**src/link_pkg.sv**
```systemverilog
// Flit and VC identifier types for the shared physical channel.
// The VC number is VC_ID_BITS wide, so NumVcs can be at most 4.

package link_pkg;

  // Width of the VC number sent with each flit.
  localparam int VC_ID_BITS = 2;

  // VC number that travels next to the flit data.
  typedef logic [VC_ID_BITS-1:0] vc_id_t;

  // Default flit data width.
  localparam int DEFAULT_WIDTH = 16;

endpackage

```
**src/credit_pkg.sv**
```systemverilog
// Credit types and default limits for the VC link.
// A counter holds at most MAX_CREDIT_LIMIT credits. Larger MaxCredit values
// are clamped by the counter.

package credit_pkg;

  // Largest supported per-VC buffer depth.
  localparam int MAX_CREDIT_LIMIT = 15;

  // Credit count wide enough for MAX_CREDIT_LIMIT.
  typedef logic [$clog2(MAX_CREDIT_LIMIT + 1)-1:0] credit_count_t;

  // Defaults used by the top level.
  localparam int DEFAULT_NUM_VCS = 4;
  localparam int DEFAULT_MAX_CREDIT = 4;

endpackage
```
**src/vc_link_if.sv**
```systemverilog
// Shared physical channel plus per-VC credit return.
// pop_valid has no ready. The receiver must take every flit it is sent.

`timescale 1ns/1ps

interface vc_link_if #(
  parameter int NumVcs = 2,
  parameter int Width = 16
);
  import link_pkg::*;

  // ----------------------------------------
  // Sender to receiver.
  logic             pop_valid;
  logic [Width-1:0] pop_data;
  vc_id_t           pop_vc;
  logic             sender_in_reset;

  // Receiver to sender, one credit pulse per VC.
  logic [NumVcs-1:0] pop_credit;
  logic              receiver_in_reset;

  modport tx (output pop_valid, output pop_data, output pop_vc, output sender_in_reset,
              input pop_credit, input receiver_in_reset);
  modport rx (input pop_valid, input pop_data, input pop_vc, input sender_in_reset,
              output pop_credit, output receiver_in_reset);

endinterface

```
**src/vc_arb_if.sv**
```systemverilog
// Request and grant bundle between the credit sender and its arbiter.
// The arbiter must keep grant equal to request masked by can_grant.

`timescale 1ns/1ps

interface vc_arb_if #(
  parameter int NumVcs = 2
);

  logic [NumVcs-1:0] request;
  logic [NumVcs-1:0] can_grant;
  logic [NumVcs-1:0] grant;
  logic              enable_priority_update;

  modport sender (output request, output enable_priority_update,
                  input can_grant, input grant);
  modport arbiter (input request, input enable_priority_update,
                   output can_grant, output grant);

endinterface

```
**src/credit_link_top.sv**
```systemverilog
// Credit-based VC link, sender and receiver joined by one channel.
// NumVcs is 2 to 4 and MaxCredit 1 to 15.
// Producers must hold valid and data stable while push_ready is low.

`timescale 1ns/1ps

module credit_link_top #(
  parameter int NumVcs = credit_pkg::DEFAULT_NUM_VCS,
  parameter int Width = link_pkg::DEFAULT_WIDTH,
  parameter int MaxCredit = credit_pkg::DEFAULT_MAX_CREDIT,
  parameter bit RegisterPopOutputs = 1'b0
) (
  input  logic                                   clk,
  input  logic                                   reset,
  // Producer side.
  input  logic [NumVcs-1:0]                      push_valid,
  output logic [NumVcs-1:0]                      push_ready,
  input  logic [NumVcs-1:0][Width-1:0]           push_data,
  // Consumer side.
  output logic [NumVcs-1:0]                      out_valid,
  input  logic [NumVcs-1:0]                      out_ready,
  output logic [NumVcs-1:0][Width-1:0]           out_data,
  // Credit control and status.
  input  credit_pkg::credit_count_t [NumVcs-1:0] credit_withhold,
  output credit_pkg::credit_count_t [NumVcs-1:0] credit_count
);

  vc_arb_if #(.NumVcs(NumVcs)) arb_bus ();
  vc_link_if #(.NumVcs(NumVcs), .Width(Width)) link_bus ();

  credit_sender_vc #(
    .NumVcs(NumVcs),
    .Width(Width),
    .MaxCredit(MaxCredit),
    .RegisterPopOutputs(RegisterPopOutputs)
  ) u_sender (
    .clk             (clk),
    .reset           (reset),
    .push_valid      (push_valid),
    .push_ready      (push_ready),
    .push_data       (push_data),
    .credit_withhold (credit_withhold),
    .credit_count    (credit_count),
    .arb             (arb_bus),
    .link            (link_bus)
  );

  vc_rr_arbiter #(
    .NumVcs(NumVcs)
  ) u_arbiter (
    .clk   (clk),
    .reset (reset),
    .arb   (arb_bus)
  );

  credit_receiver_vc #(
    .NumVcs(NumVcs),
    .Width(Width),
    .MaxCredit(MaxCredit)
  ) u_receiver (
    .clk       (clk),
    .reset     (reset),
    .out_ready (out_ready),
    .out_valid (out_valid),
    .out_data  (out_data),
    .link      (link_bus)
  );

endmodule

```
**src/credit_receiver_vc.sv**
```systemverilog
// Credit receiver with one MaxCredit-deep FIFO per VC.
// Credits guarantee space, so an incoming flit is never dropped.
// The FIFOs also clear while the sender is in reset, since its counters reload.

`timescale 1ns/1ps

module credit_receiver_vc #(
  parameter int NumVcs = 2,
  parameter int Width = 16,
  parameter int MaxCredit = 4
) (
  input  logic                         clk,
  input  logic                         reset,
  input  logic [NumVcs-1:0]            out_ready,
  output logic [NumVcs-1:0]            out_valid,
  output logic [NumVcs-1:0][Width-1:0] out_data,
  vc_link_if.rx                        link
);
  import link_pkg::*;

  localparam int AddrWidth = (MaxCredit > 1) ? $clog2(MaxCredit) : 1;
  localparam int CountWidth = $clog2(MaxCredit + 1);

  logic              clear;
  logic [NumVcs-1:0] rd_en;
  logic [NumVcs-1:0] pop_credit_q;

  // Circular pointer step over MaxCredit slots.
  function automatic logic [AddrWidth-1:0] next_ptr(input logic [AddrWidth-1:0] ptr);
    if (ptr == AddrWidth'(MaxCredit - 1)) begin
      return '0;
    end
    return ptr + 1'b1;
  endfunction

  assign link.receiver_in_reset = reset;
  assign clear = reset || link.sender_in_reset;

  // ----------------------------------------
  // Per-VC FIFOs.
  // ----------------------------------------
  for (genvar i = 0; i < NumVcs; i++) begin : gen_fifo
    logic [Width-1:0]      mem [MaxCredit];
    logic [AddrWidth-1:0]  wr_ptr;
    logic [AddrWidth-1:0]  rd_ptr;
    logic [CountWidth-1:0] fill;
    logic                  wr_en;

    // Steered by the VC number that travels with the flit.
    assign wr_en = link.pop_valid && (link.pop_vc == vc_id_t'(i));
    assign rd_en[i] = out_valid[i] && out_ready[i];

    // Head of the FIFO, visible the cycle after its write.
    assign out_valid[i] = fill != '0;
    assign out_data[i] = mem[rd_ptr];

    always_ff @(posedge clk) begin
      if (wr_en) begin
        mem[wr_ptr] <= link.pop_data;
      end
    end

    always_ff @(posedge clk) begin
      if (clear) begin
        wr_ptr <= '0;
        rd_ptr <= '0;
        fill <= '0;
      end else begin
        if (wr_en) begin
          wr_ptr <= next_ptr(wr_ptr);
        end
        if (rd_en[i]) begin
          rd_ptr <= next_ptr(rd_ptr);
        end
        fill <= fill + CountWidth'(wr_en) - CountWidth'(rd_en[i]);
      end
    end
  end

  // ----------------------------------------
  // Credit return.
  // ----------------------------------------

  // One pulse per popped flit, one edge after the pop.
  always_ff @(posedge clk) begin
    if (clear) begin
      pop_credit_q <= '0;
    end else begin
      pop_credit_q <= rd_en;
    end
  end

  assign link.pop_credit = pop_credit_q;

endmodule

```
**src/credit_sender_vc.sv**
```systemverilog
// Credit sender for NumVcs producers sharing one physical channel.
// A VC only requests while it holds available credit and the receiver is
// out of reset. push_ready depends on push_valid through the arbiter.
// RegisterPopOutputs adds one cycle to pop outputs and sender_in_reset.

`timescale 1ns/1ps

module credit_sender_vc #(
  parameter int NumVcs = 2,
  parameter int Width = 16,
  parameter int MaxCredit = 4,
  parameter bit RegisterPopOutputs = 1'b0
) (
  input  logic                                    clk,
  input  logic                                    reset,
  input  logic [NumVcs-1:0]                       push_valid,
  output logic [NumVcs-1:0]                       push_ready,
  input  logic [NumVcs-1:0][Width-1:0]            push_data,
  input  credit_pkg::credit_count_t [NumVcs-1:0]  credit_withhold,
  output credit_pkg::credit_count_t [NumVcs-1:0]  credit_count,
  vc_arb_if.sender                                arb,
  vc_link_if.tx                                   link
);
  import credit_pkg::*;
  import link_pkg::*;

  credit_count_t [NumVcs-1:0] credit_available;
  logic [NumVcs-1:0]          has_credit;
  logic [NumVcs-1:0]          request;
  logic [NumVcs-1:0]          accept;

  logic             internal_valid;
  logic [Width-1:0] internal_data;
  vc_id_t           internal_vc;

  // ----------------------------------------
  // Per-VC gating and credit counters.
  // ----------------------------------------
  for (genvar i = 0; i < NumVcs; i++) begin : gen_vc
    assign has_credit[i] = credit_available[i] != '0;
    // Nothing is sent into a receiver that is in reset.
    assign request[i] = push_valid[i] && has_credit[i] && !link.receiver_in_reset;
    assign push_ready[i] = arb.grant[i] && has_credit[i];
    assign accept[i] = push_valid[i] && push_ready[i];

    vc_credit_counter #(
      .MaxCredit(MaxCredit)
    ) u_counter (
      .clk       (clk),
      .reset     (reset),
      .reinit    (link.receiver_in_reset),
      .incr      (link.pop_credit[i]),
      .decr      (accept[i]),
      .withhold  (credit_withhold[i]),
      .count     (credit_count[i]),
      .available (credit_available[i])
    );
  end

  assign arb.request = request;
  // No back-pressure on the channel, so it is free every cycle.
  assign arb.enable_priority_update = 1'b1;

  // ----------------------------------------
  // Flit mux and VC encode.
  // ----------------------------------------

  // AND-OR mux, grant is at most one-hot.
  always_comb begin
    internal_data = '0;
    internal_vc = '0;
    for (int i = 0; i < NumVcs; i++) begin
      if (arb.grant[i]) begin
        internal_data = internal_data | push_data[i];
        internal_vc = internal_vc | vc_id_t'(i);
      end
    end
  end

  assign internal_valid = |arb.grant;

  // ----------------------------------------
  // Optional pop register.
  // ----------------------------------------
  if (RegisterPopOutputs) begin : gen_pop_reg
    logic             pop_valid_q;
    logic [Width-1:0] pop_data_q;
    vc_id_t           pop_vc_q;
    logic             sender_in_reset_q;

    always_ff @(posedge clk) begin
      if (reset) begin
        pop_valid_q <= 1'b0;
      end else begin
        pop_valid_q <= internal_valid;
      end
    end

    // Payload and the delayed reset flag.
    always_ff @(posedge clk) begin
      pop_data_q <= internal_data;
      pop_vc_q <= internal_vc;
      sender_in_reset_q <= reset;
    end

    assign link.pop_valid = pop_valid_q;
    assign link.pop_data = pop_data_q;
    assign link.pop_vc = pop_vc_q;
    assign link.sender_in_reset = sender_in_reset_q;
  end else begin : gen_pop_comb
    assign link.pop_valid = internal_valid;
    assign link.pop_data = internal_data;
    assign link.pop_vc = internal_vc;
    assign link.sender_in_reset = reset;
  end

endmodule

```
**src/vc_rr_arbiter.sv**
```systemverilog
// Round-robin arbiter for the VC requests.
// Grant is combinational from request. The pointer only moves on an
// enabled priority update with a grant.

`timescale 1ns/1ps

module vc_rr_arbiter #(
  parameter int NumVcs = 2
) (
  input logic       clk,
  input logic       reset,
  vc_arb_if.arbiter arb
);

  // One-hot, last VC that won.
  logic [NumVcs-1:0] last_winner;
  int                last_idx;

  // Index of the last winner.
  always_comb begin
    last_idx = NumVcs - 1;
    for (int i = 0; i < NumVcs; i++) begin
      if (last_winner[i]) begin
        last_idx = i;
      end
    end
  end

  // Walk from the VC after the last winner, in circular order.
  // can_grant stays high up to and including the first requester.
  always_comb begin
    int   idx;
    logic blocked;
    blocked = 1'b0;
    arb.can_grant = '0;
    for (int k = 1; k <= NumVcs; k++) begin
      idx = last_idx + k;
      if (idx >= NumVcs) begin
        idx = idx - NumVcs;
      end
      arb.can_grant[idx] = !blocked;
      blocked = blocked | arb.request[idx];
    end
  end

  assign arb.grant = arb.request & arb.can_grant;

  // After reset VC 0 has top priority.
  always_ff @(posedge clk) begin
    if (reset) begin
      last_winner <= '0;
      last_winner[NumVcs-1] <= 1'b1;
    end else if (arb.enable_priority_update && (|arb.grant)) begin
      last_winner <= arb.grant;
    end
  end

endmodule

```
**src/vc_credit_counter.sv**
```systemverilog
// Credit counter for a single VC.
// At most one credit is returned and one taken per cycle.
// The caller must not decrement while available is zero.

`timescale 1ns/1ps

module vc_credit_counter #(
  parameter int MaxCredit = 4
) (
  input  logic                      clk,
  input  logic                      reset,
  input  logic                      reinit,
  input  logic                      incr,
  input  logic                      decr,
  input  credit_pkg::credit_count_t withhold,
  output credit_pkg::credit_count_t count,
  output credit_pkg::credit_count_t available
);
  import credit_pkg::*;

  // Reload value, clamped to what the count type can hold.
  localparam credit_count_t InitCount =
    credit_count_t'((MaxCredit > MAX_CREDIT_LIMIT) ? MAX_CREDIT_LIMIT : MaxCredit);

  credit_count_t next_count;

  // ----------------------------------------
  // Count update.
  // ----------------------------------------

  // Simultaneous incr and decr cancel out.
  always_comb begin
    next_count = count;
    if (incr && !decr) begin
      next_count = count + credit_count_t'(1);
    end else if (decr && !incr) begin
      next_count = count - credit_count_t'(1);
    end
  end

  // Reinit follows the far side's reset, so both ends restart together.
  always_ff @(posedge clk) begin
    if (reset || reinit) begin
      count <= InitCount;
    end else begin
      count <= next_count;
    end
  end

  // ----------------------------------------
  // Available credit.
  // ----------------------------------------

  // Withheld credits are hidden from the sender, floored at zero.
  always_comb begin
    if (count > withhold) begin
      available = count - withhold;
    end else begin
      available = '0;
    end
  end

endmodule

```
**config.mk**
```make
export PLATFORM = sky130hd
export DESIGN_NAME = credit_link_top
export DESIGN_NICKNAME = d
export VERILOG_FILES = /design/src/link_pkg.sv /design/src/credit_pkg.sv /design/src/vc_link_if.sv /design/src/vc_arb_if.sv /design/src/credit_link_top.sv /design/src/credit_receiver_vc.sv /design/src/credit_sender_vc.sv /design/src/vc_rr_arbiter.sv /design/src/vc_credit_counter.sv
export SDC_FILE = /design/constraint.sdc
export NUM_CORES = 1
export LEC_CHECK = 0
export BUFFER_PORTS_ARGS = -buffer_cell sky130_fd_sc_hd__buf_2
export CAP_MARGIN = 20
export CORE_MARGIN = 2
export CORE_UTILIZATION = 35
export DETAILED_ROUTE_END_ITERATION = 10
export SYNTH_ARGS = -nofsm -noshare
export SYNTH_HDL_FRONTEND = slang
export SYNTH_SLANG_ARGS = --single-unit
```
**constraint.sdc**
```tcl
create_clock -name clk -period 11.13 [get_ports clk]
set_input_delay 0.5565 -clock clk [delete_from_list [all_inputs] [get_ports clk]]
set_output_delay 0.5565 -clock clk [all_outputs]
set_load 0.01 [all_outputs]
```
==> impl_metrics.env, run 1 <==
export IMPL_track_usage=0.152
export IMPL_syn_num_nets=1021
export IMPL_grtUsageMet1=0.217
export IMPL_cts_resized=0
export IMPL_drtIter0Drc=729
export IMPL_drc=0
export IMPL_port_buffers=177
export IMPL_p_total_mw=3.66
export IMPL_cts_made_buffers=35
export IMPL_drive_gt1_frac=0.303
export IMPL_ys_types=55
export IMPL_dieHeight_um=202
export IMPL_rows=72
export IMPL_cpLargestDelayFamily="compound AO/OA/AOI/OAI gates"
export IMPL_rsz0062_at_grt="false"
export IMPL_slowest_delay_ps=660
export IMPL_startpoint_type="flip-flop"
export IMPL_critPathKind="flip-flop to flip-flop"
export IMPL_hold_path_class="input pin to flip-flop"
export IMPL_cts_setup_buffers=0
export IMPL_status="complete, no violations"
export IMPL_ctsHoldBuffers=0
export IMPL_hold_viol=0
export IMPL_hpwl_mm=21.1
export IMPL_syn2layout_area_growth_pct=20.1
export IMPL_ys_flop_type="edfxtp_1"
export IMPL_netlist_area_sq_um=13700
export IMPL_final_cell_mix="edfxtp_1, buf_2, inv_1, mux4_2, ha_1"
export IMPL_num_vias=7978
export IMPL_p_leak_nw=6.22
export IMPL_start_util=0.354
export IMPL_peakVddDrop_v=0.000108
export IMPL_die_w_um=202
export IMPL_top_usage_layer="met2"
export IMPL_p_per_area_nw_per_um2=223
export IMPL_fin_setup_tns_ps=0
export IMPL_grt_pass1_vias=7981
export IMPL_use_met3=0.0222
export IMPL_nNetsFinal=1222
export IMPL_cts_tree="yes"
export IMPL_drv_cap=0
export IMPL_synth_edff_count=256
export IMPL_finalCritPeriodShare=0.470
export IMPL_yosysSeqAreaShare=0.650
export IMPL_clock_latency_ps=520
export IMPL_cp_data_arrival_time_ps=5670
export IMPL_n_fill_cell=3468
export IMPL_finalMaxSlewViolations=0
export IMPL_worstPathCellList="inv_1 > ha_1 > inv_1 > fa_1 > nand3b_1 > a211oi_1 > a211oi_2 > a221oi_1 > nor2_1 > o21ai_1 > and2_2 > clkinv_1 > ha_1 > inv_1 > ha_1 > a21o_1 > a21oi_1 > xnor2_1 > or3_1 > a21oi_1"
export IMPL_overflow=0
export IMPL_syn_inst=855
export IMPL_wl_mm=31.0
export IMPL_dr_pass1_iters=5
export IMPL_cts_sinks=316
export IMPL_ios=178
export IMPL_path_clk_slew_ps=60
export IMPL_cpMaxStageDelayCell="and2_2"
export IMPL_grt_antenna_before_repair=1
export IMPL_required_ps=11570
export IMPL_cp_end_kind="flip-flop"
export IMPL_layout_commonest_cell="edfxtp_1"
export IMPL_core_area_sq_um=38600
export IMPL_tightest_slew_ps=1000
export IMPL_clk_path_buf_depth=3
export IMPL_cp_max_fo=31
export IMPL_setup_violations=0
export IMPL_n_antenna_cell=0
export IMPL_fin_util=0.425
export IMPL_wl_per_cell_um=19.4
export IMPL_grt_max_degree=50
export IMPL_ys_seq_elements=316
export IMPL_cts_htree_levels=2
export IMPL_routabilityCongestion=0.841
export IMPL_min_period_ps=5230
export IMPL_skew_ps=17.8
export IMPL_die_area_sq_um=40700
export IMPL_grt_first_pass_wirelength_mm=47.1
export IMPL_yosys_warnings=0
export IMPL_max_freq_mhz=191
export IMPL_drtAntennaViolNets=0
export IMPL_cts_root_buffer="clkbuf_16"
export IMPL_maxSlewHeadroom=0.331
export IMPL_use_met2=0.247
export IMPL_post_drt_via_cell_ratio=4.98
export IMPL_crit_buf_inv=4
export IMPL_synthArstFlopShare=0
export IMPL_avgSynthCellArea_sq_um=16.0
==> path summary, 6_finish.rpt <==
kind	from	to	slack, ps	cells after the start
worst max register to register	u_sender.gen_vc[1].u_counter.count[0]$_SDFFE_PP0P_	u_sender.gen_vc[1].u_counter.count[3]$_SDFFE_PP0P_	5900	20
worst max-delay path	u_sender.gen_vc[1].u_counter.count[0]$_SDFFE_PP0P_	u_sender.gen_vc[1].u_counter.count[3]$_SDFFE_PP0P_	5900	20
worst min-delay path	out_ready[2]	u_receiver.link.pop_credit[2]$_SDFF_PP0_	420	3
worst min register to register	u_receiver.gen_fifo[0].rd_ptr[1]$_SDFFE_PP0P_	flip-flop	490	2
==> per-layer routing <==
layer | share of wire | vias up
met5 | 0 | -
met1 | 0.45 | 3958
met2 | 0.47 | 294
met4 | 0.014 | 0
met3 | 0.063 | 33
li1 | - | 3693
==> cell usage after synthesis, drive strengths merged (3+ instances only) <==
library cell	number	area (sq um)
nor4b	4	41.3
edfxtp	256	7690
o21ai	23	115
xnor2	10	87.6
o41ai	4	35.0
mux2i	11	110
a31oi	4	25.0
nor2b	8	50.1
nor3	13	70.1
o31ai	3	22.5
nand4	9	56.3
a21oi	30	154
buf	10	43.8
nor2	37	139
inv	75	282
dfxtp	60	1200
mux2	3	37.5
clkbuf	23	86.3
or3	8	50.1
and3	7	43.8
nand2	21	78.8
and2	17	108
xor2	14	123
a21o	13	97.6
fa	12	240
ha	64	801
nor4bb	3	30.0
mux4	64	1440
a222oi	16	160
nand3	7	35.0
==> worst register-to-register path: cells and delay by family, from the launching register on <==
family	cells	cell delay, ps
compound gates	7	1400
simple gates	4	1280
fa+ha+maj	4	1200
buf+inv	4	730
flops	1	470
xor+xnor	1	90
==> logic make-up (layout without fill, tap and decap cells) <==
kind of cell / count (synthesis) / in the layout / synth area share
AO/OA/AOI/OAI: 109 / 109 / 0.0553
XOR/XNOR: 24 / 24 / 0.0154
adder cells (fa/ha/maj): 76 / 76 / 0.0761
buffers and inverters: 110 / 338 / 0.0306
flip-flops: 316 / 316 / 0.650
multiplexers: 78 / 78 / 0.116
AND/OR/NAND/NOR: 142 / 142 / 0.0564
==> registers in the layout (all words and copies together) (netlist names), named ones only <==
register,flops
u_arbiter.last_winner,4
u_receiver.link.pop_credit,4
u_sender.gen_vc.u_counter.count,16
u_receiver.gen_fifo.mem,256
u_receiver.gen_fifo.fill,12
u_receiver.gen_fifo.wr_ptr,8
u_receiver.gen_fifo.rd_ptr,8
==> power breakdown <==
group	internal [mW]	switching, mW	total, mW
Combinational	0.432	0.559	0.990
Sequential	1.44	0.0799	1.52
Clock	0.696	0.456	1.15
Total	2.57	1.10	3.66
==> through the flow <==
stage                     setup WS, ps  cell area (sq um)  hold slack, ps  cells
after floorplan                   6850              13700             454    855
after global placement            5860              15200             474   1537
after detailed placement          5770              15200             486   1537
after CTS                         5910              16400             419   1601
after global routing              5400              16400             448   1601
final                             5900              16400             423   1601
==> area by class of cell <==
type	instances	area [sq um]	area share
flip-flops and latches	316	8890	0.541
multi-input cells	429	4380	0.267
repair buffers	197	1040	0.0631
clock buffers	46	937	0.0571
well taps	518	648	0.0395
inverters	77	289	0.0176
clock inverters	18	236	0.0144
Note: power is estimated with default switching activity, not from simulation.
==> run 2, diff against run 1 <==
==> constraint.sdc (replaced) <==
create_clock -name clk -period 4.3 [get_ports clk]
set_input_delay 0.215 -clock clk [delete_from_list [all_inputs] [get_ports clk]]
set_output_delay 0.215 -clock clk [all_outputs]
set_load 0.01 [all_outputs]
==> run 2 against run 1 <==
  * Combinational power rose to 2.8 times the previous value
  * Sequential power rose to 2.6 times the previous value
  * Worst setup slack worse by 5700 ps
  * Highest routed layer is now met5
  * Total power rose to 2.6 times the previous value
  * Fmax is 28% higher
  * Final cell count grew 1.9%
  * Via count is 0.75% higher
  * Cell area up 2.4%
  * Count of clock-buffer cells in the layout shrank 1
  * Largest power group unchanged
==> impl_metrics.env, run 2 (same netlist as run 1, synthesis figures left out) <==
export IMPL_dieHeight_um=202
export IMPL_grt_antenna_before_repair=1
export IMPL_dr_pass1_iters=6
export IMPL_setup_violations=0
export IMPL_hold_viol=0
export IMPL_largest_register_ffs=256
export IMPL_p_per_area_nw_per_um2=575
export IMPL_wl_per_cell_um=19.6
export IMPL_clock_latency_ps=510
export IMPL_drive_gt1_frac=0.349
export IMPL_nNetsFinal=1256
export IMPL_startpoint_type="flip-flop"
export IMPL_grt_first_pass_wirelength_mm=48.3
export IMPL_core_area_sq_um=38600
export IMPL_maxSlewHeadroom=0.411
export IMPL_syn2layout_area_growth_pct=22.9
export IMPL_hold_end="u_receiver.link.pop_credit[1]$_SDFF_PP0_"
export IMPL_rsz0062_at_grt="true"
export IMPL_wl_mm=32.0
export IMPL_port_buffers=177
export IMPL_r2r_end="u_receiver.gen_fifo[3].fill[2]$_SDFF_PP0_"
export IMPL_cp_max_fo=22
export IMPL_num_vias=8038
export IMPL_peakVddDrop_v=0.000230
export IMPL_status="complete, no violations"
export IMPL_grt_pass1_vias=8123
export IMPL_hold_path_class="input pin to flip-flop"
export IMPL_clk_path_buf_depth=3
export IMPL_finalMaxSlewViolations=0
export IMPL_hpwl_mm=21.6
export IMPL_p_leak_nw=6.39
export IMPL_post_drt_via_cell_ratio=4.93
export IMPL_reg_top3="u_receiver.gen_fifo.mem: 256 flops, u_sender.gen_vc.u_counter.count: 16 flops, u_receiver.gen_fifo.fill: 12 flops"
export IMPL_n_fill_cell=3413
export IMPL_track_usage=0.157
export IMPL_dpl_worst_slack_ps=48.0
export IMPL_slowest_delay_ps=400
export IMPL_worstPathCellList="inv_1 > ha_1 > inv_1 > fa_1 > xor2_1 > nor4b_1 > mux2i_1 > nor3b_4 > o41ai_2 > and3_1 > and2_1 > buf_4 > a21oi_4 > inv_1 > ha_1 > fa_1 > xnor2_1 > xnor2_1 > nor2_1"
export IMPL_critPathKind="flip-flop to flip-flop"
export IMPL_drv_cap=0
export IMPL_cts_root_buffer="clkbuf_16"
export IMPL_setup_slack_ps=206
export IMPL_highest_layer="met5"
export IMPL_ios=178
export IMPL_met1Wirelength_mm=14.2
export IMPL_met2_length_mm=14.7
export IMPL_regMostFlops="u_receiver.gen_fifo.mem"
export IMPL_layout_commonest_cell="edfxtp_1"
export IMPL_final_cell_mix="edfxtp_1, buf_2, inv_1, mux4_2, ha_1"
export IMPL_p_total_mw=9.66
export IMPL_grt_max_degree=49
export IMPL_fin_util=0.435
export IMPL_start_util=0.354
export IMPL_cts_tree="yes"
export IMPL_cpMaxStageDelayCell="nor3b_4"
export IMPL_hp_start="out_ready[1]"
export IMPL_cp_data_arrival_time_ps=4470
export IMPL_cts_made_buffers=35
export IMPL_min_period_ps=4090
export IMPL_die_w_um=202
export IMPL_cts_sinks=316
export IMPL_regArea_sq_um=8890
export IMPL_multi_input_area_sq_um=4510
export IMPL_drtIter0Drc=603
export IMPL_routabilityCongestion=0.884
export IMPL_crit_path_frequent_cell="inv_1"
export IMPL_finalCritPeriodShare=0.952
export IMPL_met3_wirelength_mm=2.39
export IMPL_ctsHoldBuffers=0
export IMPL_die_area_sq_um=40700
export IMPL_cp_end_kind="flip-flop"
export IMPL_reg2reg_from="u_sender.gen_vc[0].u_counter.count[0]$_SDFFE_PP0P_"
export IMPL_fin_cells=1631
export IMPL_r2r_slack_ps=210
export IMPL_cts_htree_levels=2
export IMPL_tightest_slew_ps=882
export IMPL_drc=0
export IMPL_rr_worst_depth=19
export IMPL_fin_setup_tns_ps=0
export IMPL_path_clk_slew_ps=60
export IMPL_overflow=0
export IMPL_rows=72
export IMPL_max_freq_mhz=244
export IMPL_holdPathStages=3
export IMPL_required_ps=4680
export IMPL_dp_cells=1569
export IMPL_skew_ps=16.0
export IMPL_drtAntennaViolNets=0
export IMPL_n_antenna_cell=0
## run 2: timing repair
item,4_1_cts,5_1_grt
setup buffers,0,2
endpoints found under the hold margin,0,0
endpoints found under the setup margin,0,186
gates resized for setup,0,42
## run 2: worst max-delay path by stage
stage / from / to / slack, ps / depth (start not counted)
global route: u_sender.gen_vc[0].u_counter.count[0]$_SDFFE_PP0P_ / u_receiver.gen_fifo[3].fill[2]$_SDFF_PP0_ / -60 / 19
floorplan: u_sender.gen_vc[1].u_counter.count[0]$_SDFFE_PP0P_ / u_sender.gen_vc[3].u_counter.count[3]$_SDFFE_PP0P_ / 70 / 21
finish: u_sender.gen_vc[0].u_counter.count[0]$_SDFFE_PP0P_ / u_receiver.gen_fifo[3].fill[2]$_SDFF_PP0_ / 210 / 19
global placement: u_sender.gen_vc[1].u_counter.count[0]$_SDFFE_PP0P_ / u_receiver.gen_fifo[0].mem[3][12]$_DFFE_PP_ / 110 / 14
detailed placement: u_sender.gen_vc[0].u_counter.count[0]$_SDFFE_PP0P_ / u_receiver.gen_fifo[3].fill[2]$_SDFF_PP0_ / 50 / 19
CTS: u_sender.gen_vc[0].u_counter.count[0]$_SDFFE_PP0P_ / u_receiver.gen_fifo[3].fill[2]$_SDFF_PP0_ / 20 / 19
## run 2: area by class of cell
class                           instances  area share
Tap cell                              518      0.0386
Multi-Input combinational cell        429       0.268
Clock inverter                         15      0.0135
Clock buffer                           45      0.0549
Timing Repair Buffer                  231      0.0785
Sequential cell                       316       0.529
Inverter                               77      0.0174
## run 2: report_power, final
part           internal, mW  leakage (nW)  switching (mW)
Clock                  1.83         0.554            1.18
Combinational          1.23          2.98            1.55
Sequential             3.72          2.85           0.160
## run 2: through the flow
stage,cell area (sq um),hold WS (ps)
floorplan,13700,410
global placement,15500,469
detailed placement,15500,479
CTS,16600,42.1
global route,16800,96.7
finish,16800,62.1
## run 2: routing by layer
metal	vias up	track usage
met5	-	0
met4	2	0.0420
met3	45	0.0282
met2	304	0.250
met1	3930	0.221
li1	3757	-
## run 2: worst max-delay path, delay by kind of cell, from the launching register on
| family | cells | cell delay (ps) |
|---|---|---|
| adder cells (fa/ha/maj) | 4 | 1120 |
| multiplexers | 1 | 310 |
| XOR/XNOR | 3 | 530 |
| flip-flops | 1 | 310 |
| buffers and inverters | 4 | 480 |
| AND/OR/NAND/NOR | 5 | 900 |
| AO/OA/AOI/OAI | 2 | 310 |
